[src/verilog/usb_pkt_pkg.sv]
// packet-level types, PID codes and endpoint streams shared by the USB device controller
package usb_pkt_pkg;

    typedef logic [3:0] pid_t;                  // PID code without its check nibble
    typedef logic [3:0] endp_t;

    localparam pid_t PID_OUT   = 4'h1;
    localparam pid_t PID_IN    = 4'h9;
    localparam pid_t PID_SETUP = 4'hD;
    localparam pid_t PID_SOF   = 4'h5;
    localparam pid_t PID_DATA0 = 4'h3;
    localparam pid_t PID_DATA1 = 4'hB;
    localparam pid_t PID_ACK   = 4'h2;
    localparam pid_t PID_NAK   = 4'hA;

    // receiver record, fin closes a packet
    typedef struct packed {
        pid_t       pid;
        endp_t      endp;                       // token endpoint field
        logic       byte_en;                    // one strobe per DATA payload byte
        logic [7:0] data;
        logic       fin;                        // end of packet
        logic       okay;                       // packet checks passed, qualifies fin
    } rx_pkt_t;

    // transmitter controls
    typedef struct packed {
        logic       sta;                        // start of handshake or data packet
        pid_t       pid;
        logic [7:0] data;
        logic       fin_n;                      // low at a byte slot ends the packet
    } tx_pkt_t;

    typedef struct packed {
        logic [7:0] data;
        logic       valid;                      // held for the whole packet
    } in_stream_t;

    typedef struct packed {
        logic [7:0] data;
        logic       valid;                      // one cycle per byte
    } out_stream_t;

    typedef enum logic [1:0] {OUT_NONE, OUT_SETUP, OUT_EP01} out_sel_t;
    typedef enum logic [1:0] {IN_NONE, IN_EP00, IN_EP81} in_sel_t;

    // ------------------------------------------------
    // load of the IN byte counter
    // ------------------------------------------------
    typedef struct packed {
        logic       load;                       // one-cycle strobe
        in_sel_t    sel;                        // byte source of the packet
        logic [9:0] len;                        // bytes in the next packet
    } tx_load_t;

endpackage

[src/verilog/usb_ctrl_pkg.sv]
// control endpoint definitions: SETUP layout, request match codes, descriptors, packet sizes
package usb_ctrl_pkg;

    typedef struct packed {
        logic       dir;                        // 1 = device to host
        logic [1:0] req_type;                   // standard, class, vendor
        logic [4:0] recipient;
    } bm_request_t;

    typedef struct packed {
        logic [15:0] w_length;                  // bytes 7:6
        logic [15:0] w_index;                   // bytes 5:4
        logic [15:0] w_value;                   // bytes 3:2
        logic [7:0]  b_request;                 // byte 1
        bm_request_t bm_request_type;           // byte 0
    } setup_fields_t;

    // same 64 bits seen as wire bytes or as request fields
    typedef union packed {
        logic [7:0][7:0] raw;                   // raw[0] is the first byte received
        setup_fields_t   f;
    } setup_cmd_u;

    localparam int RESP_IDX_W   = 9;
    localparam int EP0_MAX_PKT  = 64;
    localparam int EP81_MAX_PKT = 20;

    localparam int DEVICE_LEN = 18;
    localparam int CONFIG_LEN = 32;
    localparam int STR0_LEN   = 4;

    // ------------------------------------------------
    // descriptors, first byte sent in the top bits
    // ------------------------------------------------
    localparam logic [DEVICE_LEN*8-1:0] DESC_DEVICE = {
        8'h12, 8'h01, 8'h10, 8'h01, 8'h00, 8'h00,   // usb 1.1, class per interface
        8'h00, 8'h40, 8'h34, 8'h12, 8'h78, 8'h56,   // ep0 64 bytes, vendor and product
        8'h00, 8'h01, 8'h00, 8'h00, 8'h00, 8'h01    // no strings, one configuration
    };

    localparam logic [CONFIG_LEN*8-1:0] DESC_CONFIG = {
        8'h09, 8'h02, 8'h20, 8'h00, 8'h01, 8'h01, 8'h00, 8'h80, 8'h32, // 32 bytes total
        8'h09, 8'h04, 8'h00, 8'h00, 8'h02, 8'hFF, 8'h00, 8'h00, 8'h00, // vendor interface
        8'h07, 8'h05, 8'h81, 8'h02, 8'h14, 8'h00, 8'h00,               // bulk in 0x81
        8'h07, 8'h05, 8'h01, 8'h02, 8'h40, 8'h00, 8'h00                // bulk out 0x01
    };

    localparam logic [STR0_LEN*8-1:0] DESC_STR0 = {8'h04, 8'h03, 8'h09, 8'h04}; // us english

    // ------------------------------------------------
    // request codes on {wValue, bRequest, bmRequestType}
    // ------------------------------------------------
    localparam logic [31:0] REQ_MASK_STD  = 32'h0000_FFFF;  // request and type only
    localparam logic [31:0] REQ_MASK_DESC = 32'hFF00_FFFF;  // plus descriptor type
    localparam logic [31:0] REQ_MASK_STR  = 32'hFFFF_FFFF;  // plus string index

    localparam logic [31:0] REQ_GET_CONFIG      = 32'h0000_0880;
    localparam logic [31:0] REQ_GET_DESC_DEVICE = 32'h0100_0680;
    localparam logic [31:0] REQ_GET_DESC_CONFIG = 32'h0200_0680;
    localparam logic [31:0] REQ_GET_DESC_STR0   = 32'h0300_0680;

endpackage

[src/verilog/usbfs_txn_ctrl.sv]
// transaction control of the USB device: token decode, data toggles, handshakes and IN loads
`timescale 1ns/1ps

module usbfs_txn_ctrl (
    input  logic                     clk,
    input  logic                     rstn,
    input  usb_pkt_pkg::rx_pkt_t     rp,
    input  usb_ctrl_pkg::setup_cmd_u setup_cmd,
    input  logic                     ep81_valid,
    input  logic                     tx_busy,     // previous IN packet still has bytes
    output logic                     tp_sta,
    output usb_pkt_pkg::pid_t        tp_pid,
    output usb_pkt_pkg::out_sel_t    out_sel,
    output usb_pkt_pkg::tx_load_t    tx_load,
    output logic                     resp_clr,
    output logic                     sot,
    output logic                     sof
);

    usb_pkt_pkg::endp_t endp;                     // endpoint of the last token
    logic               ep00_setup;               // last ep0 token was SETUP
    logic               ep00_data1;
    logic               ep81_data1;
    logic [15:0]        ep00_total;               // answer bytes still owed on ep0
    logic               pkt_end;

    assign pkt_end = rp.fin & rp.okay;

    // received data bytes follow the last token
    always_comb begin
        out_sel = usb_pkt_pkg::OUT_NONE;
        if (endp == 4'd0 && ep00_setup) begin
            out_sel = usb_pkt_pkg::OUT_SETUP;
        end else if (endp == 4'd1) begin
            out_sel = usb_pkt_pkg::OUT_EP01;
        end
    end

    // ------------------------------------------------
    // token and handshake processing
    // ------------------------------------------------
    always_ff @(posedge clk or negedge rstn) begin
        if (!rstn) begin
            tp_sta     <= 1'b0;
            tp_pid     <= '0;
            tx_load    <= '0;
            resp_clr   <= 1'b0;
            sot        <= 1'b0;
            sof        <= 1'b0;
            endp       <= '0;
            ep00_setup <= 1'b0;
            ep00_data1 <= 1'b0;
            ep81_data1 <= 1'b0;
            ep00_total <= '0;
        end else begin
            tp_sta       <= 1'b0;                 // strobes
            tx_load.load <= 1'b0;
            resp_clr     <= 1'b0;
            sot          <= 1'b0;
            sof          <= 1'b0;
            if (pkt_end) begin
                if (rp.endp == 4'd0) begin        // ep0 transfer starts at SETUP only
                    sot <= (rp.pid == usb_pkt_pkg::PID_SETUP);
                end else begin
                    sot <= (rp.pid == usb_pkt_pkg::PID_IN) || (rp.pid == usb_pkt_pkg::PID_OUT);
                end
                sof <= (rp.pid == usb_pkt_pkg::PID_SOF);
                case (rp.pid)
                    usb_pkt_pkg::PID_SETUP: begin
                        endp <= rp.endp;
                        if (rp.endp == 4'd0) begin
                            ep00_setup <= 1'b1;
                            ep00_data1 <= 1'b1;   // data stage starts with DATA1
                        end
                    end
                    usb_pkt_pkg::PID_OUT: begin
                        endp <= rp.endp;
                        if (rp.endp == 4'd0) ep00_setup <= 1'b0;
                    end
                    usb_pkt_pkg::PID_IN: begin
                        endp   <= rp.endp;
                        tp_sta <= 1'b1;
                        tp_pid <= usb_pkt_pkg::PID_NAK;   // NAK unless a source is ready
                        if (!tx_busy && rp.endp == 4'd0) begin
                            ep00_setup   <= 1'b0;
                            tp_pid       <= ep00_data1 ? usb_pkt_pkg::PID_DATA1
                                                       : usb_pkt_pkg::PID_DATA0;
                            tx_load.load <= 1'b1;
                            tx_load.sel  <= usb_pkt_pkg::IN_EP00;
                            if (ep00_total >= 16'(usb_ctrl_pkg::EP0_MAX_PKT)) begin
                                tx_load.len <= 10'(usb_ctrl_pkg::EP0_MAX_PKT);  // full packet
                                ep00_total  <= ep00_total - 16'(usb_ctrl_pkg::EP0_MAX_PKT);
                            end else begin
                                tx_load.len <= ep00_total[9:0];   // short or empty tail
                                ep00_total  <= '0;
                            end
                        end else if (!tx_busy && rp.endp == 4'd1 && ep81_valid) begin
                            tp_pid       <= ep81_data1 ? usb_pkt_pkg::PID_DATA1
                                                       : usb_pkt_pkg::PID_DATA0;
                            tx_load.load <= 1'b1;
                            tx_load.sel  <= usb_pkt_pkg::IN_EP81;
                            tx_load.len  <= 10'(usb_ctrl_pkg::EP81_MAX_PKT);
                        end
                    end
                    usb_pkt_pkg::PID_ACK: begin           // host took our data
                        if (endp == 4'd0) ep00_data1 <= ~ep00_data1;
                        if (endp == 4'd1) ep81_data1 <= ~ep81_data1;
                    end
                    usb_pkt_pkg::PID_DATA0, usb_pkt_pkg::PID_DATA1: begin
                        tp_sta <= 1'b1;
                        tp_pid <= usb_pkt_pkg::PID_ACK;
                        if (endp == 4'd0) begin
                            ep00_total <= '0;             // status stage ends the answer
                            if (ep00_setup) begin         // 8-byte command now complete
                                resp_clr <= 1'b1;
                                if (setup_cmd.f.bm_request_type.dir) begin
                                    ep00_total <= setup_cmd.f.w_length;
                                end
                            end
                        end
                    end
                    default: ;
                endcase
            end
        end
    end

endmodule

[src/verilog/usbfs_out_route.sv]
// routes received data bytes into the SETUP command register or out to endpoint 0x01
`timescale 1ns/1ps

module usbfs_out_route (
    input  logic                      clk,
    input  logic                      rstn,
    input  usb_pkt_pkg::rx_pkt_t      rp,
    input  usb_pkt_pkg::out_sel_t     out_sel,
    output usb_ctrl_pkg::setup_cmd_u  setup_cmd,
    output usb_pkt_pkg::out_stream_t  ep01
);

    always_ff @(posedge clk or negedge rstn) begin
        if (!rstn) begin
            setup_cmd <= '0;
            ep01      <= '0;
        end else begin
            ep01.valid <= 1'b0;                   // one pulse per byte
            if (rp.byte_en) begin
                case (out_sel)
                    usb_pkt_pkg::OUT_SETUP: begin
                        // new byte enters at the top, first byte ends at raw[0]
                        setup_cmd.raw <= {rp.data, setup_cmd.raw[7:1]};
                    end
                    usb_pkt_pkg::OUT_EP01: begin
                        ep01.data  <= rp.data;
                        ep01.valid <= 1'b1;
                    end
                    default: ;                    // bytes for unknown endpoints dropped
                endcase
            end
        end
    end

endmodule

[src/verilog/usbfs_std_resp.sv]
// endpoint 0 answer byte, from the built-in descriptor tables or from the user port
`timescale 1ns/1ps

module usbfs_std_resp (
    input  logic                                 clk,
    input  usb_ctrl_pkg::setup_cmd_u             setup_cmd,
    input  logic [usb_ctrl_pkg::RESP_IDX_W-1:0]  resp_idx,
    input  logic [7:0]                           ep00_resp,    // user answer for resp_idx
    output logic [7:0]                           ep00_byte
);

    logic [31:0] req;                             // {wValue, bRequest, bmRequestType}
    int          idx;

    assign req = setup_cmd.raw[3:0];
    assign idx = int'(resp_idx);

    // registered lookup, one cycle behind index and command
    always_ff @(posedge clk) begin
        if ((req & usb_ctrl_pkg::REQ_MASK_STD) == usb_ctrl_pkg::REQ_GET_CONFIG) begin
            ep00_byte <= (idx == 0) ? 8'h01 : 8'h00;          // configuration 1
        end else if ((req & usb_ctrl_pkg::REQ_MASK_DESC) == usb_ctrl_pkg::REQ_GET_DESC_DEVICE) begin
            ep00_byte <= (idx >= usb_ctrl_pkg::DEVICE_LEN) ? 8'h00 :
                         usb_ctrl_pkg::DESC_DEVICE[(usb_ctrl_pkg::DEVICE_LEN - 1 - idx) * 8 +: 8];
        end else if ((req & usb_ctrl_pkg::REQ_MASK_DESC) == usb_ctrl_pkg::REQ_GET_DESC_CONFIG) begin
            ep00_byte <= (idx >= usb_ctrl_pkg::CONFIG_LEN) ? 8'h00 :
                         usb_ctrl_pkg::DESC_CONFIG[(usb_ctrl_pkg::CONFIG_LEN - 1 - idx) * 8 +: 8];
        end else if ((req & usb_ctrl_pkg::REQ_MASK_STR) == usb_ctrl_pkg::REQ_GET_DESC_STR0) begin
            ep00_byte <= (idx >= usb_ctrl_pkg::STR0_LEN) ? 8'h00 :
                         usb_ctrl_pkg::DESC_STR0[(usb_ctrl_pkg::STR0_LEN - 1 - idx) * 8 +: 8];
        end else begin
            ep00_byte <= ep00_resp;               // everything else answered by the user
        end
    end

endmodule

[src/verilog/usbfs_in_tx.sv]
// IN data path: byte counter, source select and endpoint 0 response index
`timescale 1ns/1ps

module usbfs_in_tx (
    input  logic                                 clk,
    input  logic                                 rstn,
    input  usb_pkt_pkg::tx_load_t                tx_load,
    input  logic                                 resp_clr,
    input  logic                                 tp_byte_req,
    input  logic [7:0]                           ep00_byte,
    input  usb_pkt_pkg::in_stream_t              ep81,
    output logic                                 ep81_ready,
    output logic [usb_ctrl_pkg::RESP_IDX_W-1:0]  resp_idx,
    output logic                                 tx_busy,
    output logic [7:0]                           tp_byte,
    output logic                                 tp_fin_n
);

    logic [9:0]           cnt;                    // bytes left in this packet
    usb_pkt_pkg::in_sel_t sel;
    logic                 src_valid;
    logic [7:0]           src_byte;
    logic                 send;

    always_comb begin
        src_valid = 1'b0;
        src_byte  = 8'h00;
        case (sel)
            usb_pkt_pkg::IN_EP00: begin
                src_valid = 1'b1;                 // ep0 answer always available
                src_byte  = ep00_byte;
            end
            usb_pkt_pkg::IN_EP81: begin
                src_valid = ep81.valid;
                src_byte  = ep81.data;
            end
            default: ;
        endcase
    end

    assign tx_busy    = (cnt != 10'd0);
    assign send       = tp_byte_req && tx_busy && src_valid;
    assign ep81_ready = tp_byte_req && tx_busy && (sel == usb_pkt_pkg::IN_EP81);

    always_ff @(posedge clk or negedge rstn) begin
        if (!rstn) begin
            cnt      <= '0;
            sel      <= usb_pkt_pkg::IN_NONE;
            resp_idx <= '0;
            tp_fin_n <= 1'b0;
        end else begin
            if (tx_load.load) begin
                cnt <= tx_load.len;
                sel <= tx_load.sel;
            end
            if (resp_clr) resp_idx <= '0;         // new SETUP, answer restarts at 0
            if (tp_byte_req) begin
                tp_fin_n <= send;                 // no byte ends the packet
                cnt      <= send ? cnt - 10'd1 : 10'd0;
                if (send && sel == usb_pkt_pkg::IN_EP00) resp_idx <= resp_idx + 1'b1;
            end
        end
    end

    always_ff @(posedge clk) begin
        if (send) tp_byte <= src_byte;
    end

endmodule

[src/verilog/usbfs_transaction.sv]
// top of the USB full-speed device transaction controller, control and datapath wiring
`timescale 1ns/1ps

module usbfs_transaction (
    input  logic                                 clk,
    input  logic                                 rstn,
    input  usb_pkt_pkg::rx_pkt_t                 rp,
    output usb_pkt_pkg::tx_pkt_t                 tp,
    input  logic                                 tp_byte_req,
    output logic                                 sot,            // start of transfer
    output logic                                 sof,            // start of frame
    output usb_ctrl_pkg::setup_cmd_u             ep00_setup_cmd,
    output logic [usb_ctrl_pkg::RESP_IDX_W-1:0]  ep00_resp_idx,
    input  logic [7:0]                           ep00_resp,
    input  usb_pkt_pkg::in_stream_t              ep81,
    output logic                                 ep81_ready,
    output usb_pkt_pkg::out_stream_t             ep01
);

    logic                  tp_sta;
    usb_pkt_pkg::pid_t     tp_pid;
    logic [7:0]            tp_byte;
    logic                  tp_fin_n;
    usb_pkt_pkg::out_sel_t out_sel;
    usb_pkt_pkg::tx_load_t tx_load;
    logic                  resp_clr;
    logic                  tx_busy;
    logic [7:0]            ep00_byte;

    assign tp = '{sta: tp_sta, pid: tp_pid, data: tp_byte, fin_n: tp_fin_n};

    usbfs_txn_ctrl u_txn_ctrl (
        .clk        (clk),
        .rstn       (rstn),
        .rp         (rp),
        .setup_cmd  (ep00_setup_cmd),
        .ep81_valid (ep81.valid),
        .tx_busy    (tx_busy),
        .tp_sta     (tp_sta),
        .tp_pid     (tp_pid),
        .out_sel    (out_sel),
        .tx_load    (tx_load),
        .resp_clr   (resp_clr),
        .sot        (sot),
        .sof        (sof)
    );

    usbfs_out_route u_out_route (
        .clk        (clk),
        .rstn       (rstn),
        .rp         (rp),
        .out_sel    (out_sel),
        .setup_cmd  (ep00_setup_cmd),
        .ep01       (ep01)
    );

    usbfs_std_resp u_std_resp (
        .clk        (clk),
        .setup_cmd  (ep00_setup_cmd),
        .resp_idx   (ep00_resp_idx),
        .ep00_resp  (ep00_resp),
        .ep00_byte  (ep00_byte)
    );

    usbfs_in_tx u_in_tx (
        .clk         (clk),
        .rstn        (rstn),
        .tx_load     (tx_load),
        .resp_clr    (resp_clr),
        .tp_byte_req (tp_byte_req),
        .ep00_byte   (ep00_byte),
        .ep81        (ep81),
        .ep81_ready  (ep81_ready),
        .resp_idx    (ep00_resp_idx),
        .tx_busy     (tx_busy),
        .tp_byte     (tp_byte),
        .tp_fin_n    (tp_fin_n)
    );

endmodule

[config.mk]
export PLATFORM = sky130hd
export DESIGN_NAME = usbfs_transaction
export DESIGN_NICKNAME = d
export VERILOG_FILES = /design/src/verilog/usb_pkt_pkg.sv /design/src/verilog/usb_ctrl_pkg.sv /design/src/verilog/usbfs_txn_ctrl.sv /design/src/verilog/usbfs_out_route.sv /design/src/verilog/usbfs_std_resp.sv /design/src/verilog/usbfs_in_tx.sv /design/src/verilog/usbfs_transaction.sv
export SDC_FILE = /design/constraint.sdc
export NUM_CORES = 1
export LEC_CHECK = 0
export ABC_CLOCK_PERIOD_IN_PS = 3200
export BUFFER_PORTS_ARGS = -buffer_cell sky130_fd_sc_hd__buf_2
export CORE_MARGIN = 1
export CORE_UTILIZATION = 41
export CTS_BUF_LIST = sky130_fd_sc_hd__clkbuf_8
export DETAILED_ROUTE_END_ITERATION = 16
export PLACE_DENSITY = 0.66
export SYNTH_ARGS = -nofsm -noshare
export SYNTH_HDL_FRONTEND = slang
export SYNTH_HIERARCHICAL = 1
export SYNTH_SLANG_ARGS = --single-unit
[constraint.sdc]
create_clock -name clk -period 3.2 [get_ports clk]
set_clock_uncertainty 0.1 [all_clocks]
set_input_delay 0.32 -clock clk [delete_from_list [all_inputs] [get_ports clk]]
set_output_delay 0.32 -clock clk [all_outputs]
set_load 0.05 [all_outputs]
# Word level (Yosys, flattened, before mapping)
# Cells that the tools add are included.
# op_classes
add_sub_neg,6
shift,3
reduce_logical,31
eq_ne,22
order_cmp,4
n_mux,51
bitwise,3
# ops
op,n
256-bit by 32-bit indexed part select with 8-bit output (first input constant),1
144-bit by 32-bit indexed part select with 8-bit output (first input constant),1
16-bit 2-to-1 mux,5
8-bit 2-to-1 mux,7
13-bit 2-to-1 mux,4
10-bit 2-to-1 mux,4
32-bit by 26-bit == test with 1-bit output (second input constant),1
32-bit zero test,1
16-bit case mux with 2 select lines,1
32-bit by 32-bit indexed part select with 8-bit output (first input constant),1
9-bit 2-to-1 mux,3
24-bit by 17-bit == test with 1-bit output (second input constant),1
24-bit by 18-bit == test with 1-bit output (second input constant),1
5-bit by 9-bit subtractor with 10-bit output (first input constant),2
16-bit by 12-bit == test with 1-bit output (second input constant),1
16-bit by 7-bit greater-or-equal comparator with 1-bit output (second input constant),1
1-bit 2-to-1 mux,16
4-bit 2-to-1 mux,4
8-bit case mux with 2 select lines,1
16-bit by 7-bit subtractor with 16-bit output (second input constant),1
4-bit by 1-bit == test with 1-bit output (second input constant),3
4-bit == test (second input constant),3
10-bit nonzero test,1
10-bit by 1-bit subtractor with 10-bit output (second input constant),1
29 further kinds,55
# word_totals
word_cells,142
regBits,155
inputBits,39
out_inout_bits,99

# Depth between registers and ports, before layout
# depth
word_depth,8
ltp_mapped,10
mapped_depth_nobuf,9

# By module
# Netlist, hierarchy kept.
# by_module_without_submodules
module,seq_area_each_um2,cells_per_inst,n_inst,area_each_um2
usbfs_out_route,1826.8,155,1,2960.3
usbfs_txn_ctrl,1076.0,210,1,2109.5
usbfs_in_tx,790.8,163,1,1712.9
usbfs_std_resp,160.2,175,1,1306.3
usbfs_transaction,0.0,2,1,15.0

# Worst setup path before layout
# OpenSTA, ideal clock, no wires.
# synth_timing
kind,flip-flop to flip-flop
startpoint,register u_in_tx/resp_idx[3] in the netlist's numbering
endpoint,register u_std_resp.ep00_byte[0]
period_less_slack_ns,2.857
arrival_time_ns,2.677
setup_slack_ns,0.343
path_buffers,2
required_time_ns,3.020
setup_time_ns,0.080
stages_incl_launch_ff,10
cell_sequence,dfrtp_1 -> buf_2 -> buf_1 -> inv_1 -> ha_1 -> nand2b_1 -> a211oi_1 -> a311oi_1 -> nand3_1 -> o211ai_1
# synth_via
elab_chain_len,7
elab_cells_between_ends,18
classes_between,3 x add/sub; 3 x order compare; 3 x shift; 8 x mux; 1 x reduce/logical
# synth_lines
element,line,source
"start, declared",usbfs_in_tx.sv:13,"output logic [usb_ctrl_pkg::RESP_IDX_W-1:0] resp_idx,"
"start signal, assigned",usbfs_in_tx.sv:60,if (send && sel == usb_pkt_pkg::IN_EP00) resp_idx <= resp_idx + 1'b1;
"parallel branches: the longest is 6 deep, another holds 5-bit by 9-bit subtractor with 10-bit output",--,
8-bit 2-to-1 mux *,usbfs_std_resp.sv:20,if ((req & usb_ctrl_pkg::REQ_MASK_STD) == usb_ctrl_pkg::REQ_GET_CONFIG) begin
"end signal, assigned",usbfs_std_resp.sv:21,ep00_byte <= (idx == 0) ? 8'h01 : 8'h00;
"end signal, assigned",usbfs_std_resp.sv:23,ep00_byte <= (idx >= usb_ctrl_pkg::DEVICE_LEN) ? 8'h00 :
"end signal, assigned",usbfs_std_resp.sv:26,ep00_byte <= (idx >= usb_ctrl_pkg::CONFIG_LEN) ? 8'h00 :
"end, declared",usbfs_std_resp.sv:9,output logic [7:0] ep00_byte
# Every way passes the cells marked *.
# A chain may end at the register's enable or synchronous reset.

# Worst setup path after layout
# layout_timing
startpoint,register u_in_tx.cnt[4]
endpoint,register u_txn_ctrl/tx_load[5] (netlist name)
# layout_via
elab_chain_len,6
elab_cells_between_ends,8
classes_between,1 x mux; 7 x reduce/logical
# layout_lines
element,line,source
"start, declared",usbfs_in_tx.sv:19,logic [9:0] cnt;
"start signal, assigned",usbfs_in_tx.sv:53,cnt <= tx_load.len;
"start signal, assigned",usbfs_in_tx.sv:59,cnt <= send ? cnt - 10'd1 : 10'd0;
10-bit nonzero test *,usbfs_in_tx.sv:41,assign tx_busy = (cnt != 10'd0);
via tx_busy,usbfs_transaction.sv:27,logic tx_busy;
1-bit zero test *,"usbfs_txn_ctrl.sv:84, usbfs_txn_ctrl.sv:97",
1-bit logical AND (2 in series),usbfs_txn_ctrl.sv:97,end else if (!tx_busy && rp.endp == 4'd1 && ep81_valid) begin
2-bit nonzero test (no line),--,
3-bit AND reduction (no line),--,
# Mark *: on every way through the listed nets, which the timed path passes. The rest lies on a longest branch.

==> metrics.txt <==
flops & latches, synth between 150 and 200; gr ovfl total 0; Final Setup Violations 0; ANT cells 0; Slew @ Worst Pin 854.2 ps; top_reg_cell synth dfrtp_1; unrepaired setup endpoints after global routing no; Initial Utilization a little over two fifths; total CTS buffers 17; CP endpoint kind flip-flop; Fin. Hold Viols 0; fin. max-slew vios 0; area delta synth->final 17.76%; crit path time final roughly 2900 ps; DIE AREA just over 20,000 sq um; DR vias ~6,100; status completed; Die Wd ~140 um; clock sinks around 150; Synthesized Nets between 700 and 800; largest net degree at the start of global routing 91; worst slack, placed between 300 and 400 ps; CTS tree yes; Routed WL per cell between 15 and 20 um; DRC 0; initial antenna violation count 0; layout cells sized above 1 about a third; H-tree depth 4; total negative setup slack 0 ps; sequential share of the synthesized area 47.55%; Critical Path Fanout Max 10; worst skew pair latency 450 ps; number of enable flip-flop cells after synthesis 8; Die H about 140 um; Port Buffer Count 136; # rows 51; CP Data Arrival Time just over 3000 ps; total track usage approximately a fifth; Setup WS post-layout approximately 330 ps; max-cap violations 0; CTS Buffer Depth 2; Static Leak between 4 and 5 nW; Antenna Nets Post-Route 0; clock root cell clkbuf_8; post-synth cell types 78; VDD IR max ~0.71 mV; Async SR Flop Fraction approximately 90%; Post-Syn Area ~8100 sq um; Final Cycle Share between 80% and 90%; Slew headroom 43.05%; Total Nets Final ~900; core area between 15,000 and 20,000 sq um; average size of a mapped cell about 11 sq um; fmax between 300 and 400 MHz; Worst Setup Path Type flip-flop to flip-flop; DP HPWL ~14,000 um; 1st-pass router iterations 5; Syn Inst Count roughly 710; CP startpoint kind flip-flop; hold slack between 50 and 60 ps; Vias/cell around 5.4; vias in the first global route ~5,800; Initial DRC Count 440; Req. time, crit path 3430 ps; first-pass GRT wire length 31,390 um; DRT Wirelength between 15,000 and 20,000 um; Worst Hold Class primary input to flip-flop; setup bufs post-CTS 0; GP Congestion between 0.8 and 0.9; YS warnings 6; I/O Pins around 140; pwr dens 683.7 nW/um^2; Reg clk slew, reported paths ~80 ps; reg-to-reg slack, setup 330 ps
logic make-up after synthesis:
kind of cell	Yosys count	share of synthesized area, %
flops	154	47.55
buf+inv	67	4.200
fa+ha+maj	15	2.285
xor+xnor	18	1.945
mux	90	15.08
other cells	1	0.04627
simple gates	214	15.81
compound gates	146	13.08
per-stage QoR:
stage	utilization, %	std cells	cell area (sq um)	power [W]
finish	49.19	1129	9543	0.006524
global route	49.19	1129	9543	0.006813
CTS	49.17	1129	9539	0.006585
detailed placement	46.82	1089	9082	0.005140
global placement	46.82	1089	9082	0.005106
floorplan	-	705	8104	0.004472
critical path, cell delays in order, from the launching register on:
cell	delay, ps
dfrtp_1	500
nor4_4	480
nand3_1	250
or4_1	590
nor4_1	330
o21ai_2	220
a22o_1	280
report_power, final:
part	switching, W	leakage (nW)	internal (W)	total (W)
registers	0.000404	1.95	0.00231	0.00272
logic	0.00162	2.43	0.000779	0.00239
clock network	0.000735	0.190	0.000678	0.00141
total	0.00275	4.57	0.00377	0.00652
final timing paths:
check / depth (start not counted) / end / start
worst max-delay path: 6 / u_txn_ctrl/tx_load[5] / u_in_tx/cnt[4]
worst min-delay path: 2 / u_txn_ctrl/endp[2] / rp[13]
worst max register to register: 6 / u_txn_ctrl/tx_load[5] / u_in_tx/cnt[4]
worst min register to register: 1 / u_txn_ctrl/tp_pid[1] / u_txn_ctrl/tp_pid[1]
max in group asynchronous: 3 / u_out_route/ep01[4] / rstn
min in group asynchronous: 2 / u_in_tx/sel[1] / rstn
registers in the layout (all words and copies together) (netlist names), 2 cells and up:
register / flops
u_txn_ctrl/tp_pid: 3
u_txn_ctrl/ep00_total: 16
u_in_tx/sel: 2
u_txn_ctrl/tx_load: 13
u_in_tx/cnt: 10
u_std_resp/ep00_byte: 8
u_out_route/setup_cmd: 64
u_txn_ctrl/endp: 4
u_in_tx/resp_idx: 9
u_in_tx/tp_byte: 8
u_out_route/ep01: 9
timing repair:
action,CTS,global route
endpoints found under the hold margin,104,0
hold buffers,9,0
gates resized for setup,0,1
endpoints found under the setup margin,0,8
synth_stat cells, types with 4 or more instances:
| cell | count | area share, % |
|---|---|---|
| inv_1 | 30 | 1.4 |
| and3_1 | 10 | 0.77 |
| nor3_1 | 18 | 1.1 |
| o22ai_1 | 9 | 0.69 |
| buf_1 | 5 | 0.23 |
| nor2_1 | 39 | 1.8 |
| xor2_1 | 9 | 0.97 |
| mux2_4 | 60 | 11 |
| nor4b_1 | 4 | 0.43 |
| nand3b_1 | 6 | 0.56 |
| o211ai_1 | 6 | 0.56 |
| edfxtp_1 | 8 | 3.0 |
| nand2b_1 | 8 | 0.62 |
| a21oi_1 | 22 | 1.4 |
| clkbuf_1 | 14 | 0.65 |
| nor4_1 | 9 | 0.69 |
| dfxtp_1 | 8 | 2.0 |
| a211o_1 | 4 | 0.43 |
| buf_4 | 4 | 0.37 |
| a211oi_1 | 5 | 0.46 |
| mux2_2 | 17 | 2.4 |
| a32oi_1 | 6 | 0.65 |
| nor2b_1 | 6 | 0.46 |
| dfrtp_1 | 138 | 43 |
| a22oi_1 | 16 | 1.5 |
| and2_1 | 5 | 0.39 |
| nand3_1 | 26 | 1.6 |
| o21ai_2 | 4 | 0.43 |
| nand4_1 | 13 | 1.0 |
| nand2_1 | 33 | 1.5 |
| a31o_2 | 7 | 0.76 |
| buf_2 | 5 | 0.31 |
| buf_6 | 9 | 1.3 |
| mux2i_1 | 13 | 1.6 |
| xnor2_1 | 9 | 0.97 |
| o21ai_0 | 32 | 2.0 |
| a22o_1 | 8 | 0.86 |
| ha_1 | 14 | 2.2 |
metal layers:
layer / share of wire (%) / global-route usage, % / vias to the layer above / wire length [um]
li1: - / - / 2913 / -
met1: 48 / 28.28 / 3005 / 9517
met2: 45 / 30.50 / 209 / 9046
met3: 5.7 / 4.744 / 22 / 1129
met4: 1.3 / 5.433 / 0 / 263
met5: 0 / 0 / - / 0
cell type report:
cell class,instances,area (sq um)
Clock buffer,17,234.0
Multi-Input combinational cell,484,3914
Sequential cell,154,3854
Fill cell,1773,9856
Timing Repair Buffer,165,964.7
Tap cell,265,331.6
Inverter,30,112.6
Clock inverter,14,132.6
placed cells by master (no fill, tap or decap), drive strengths merged, types with 4 or more instances in the layout:
cell,count
a211oi,5
nand3b,6
clkinv,6
nand2b,8
dfrtp,138
xor2,9
and2,6
and3,10
o21ai,37
dlygate4sd3,9
mux2,77
a22oi,16
nand4,14
nand3,26
nor4b,6
ha,14
o211ai,6
nor2,41
mux2i,13
xnor2,9
a21oi,22
or4,5
o22ai,9
a31o,7
a211o,4
nor3,18
dfxtp,8
nand4b,4
buf,156
edfxtp,8
inv,33
clkbuf,17
a22o,8
nor4,13
nand2,33
nor2b,6
a32oi,6
Power figures use the tool's default switching activity.
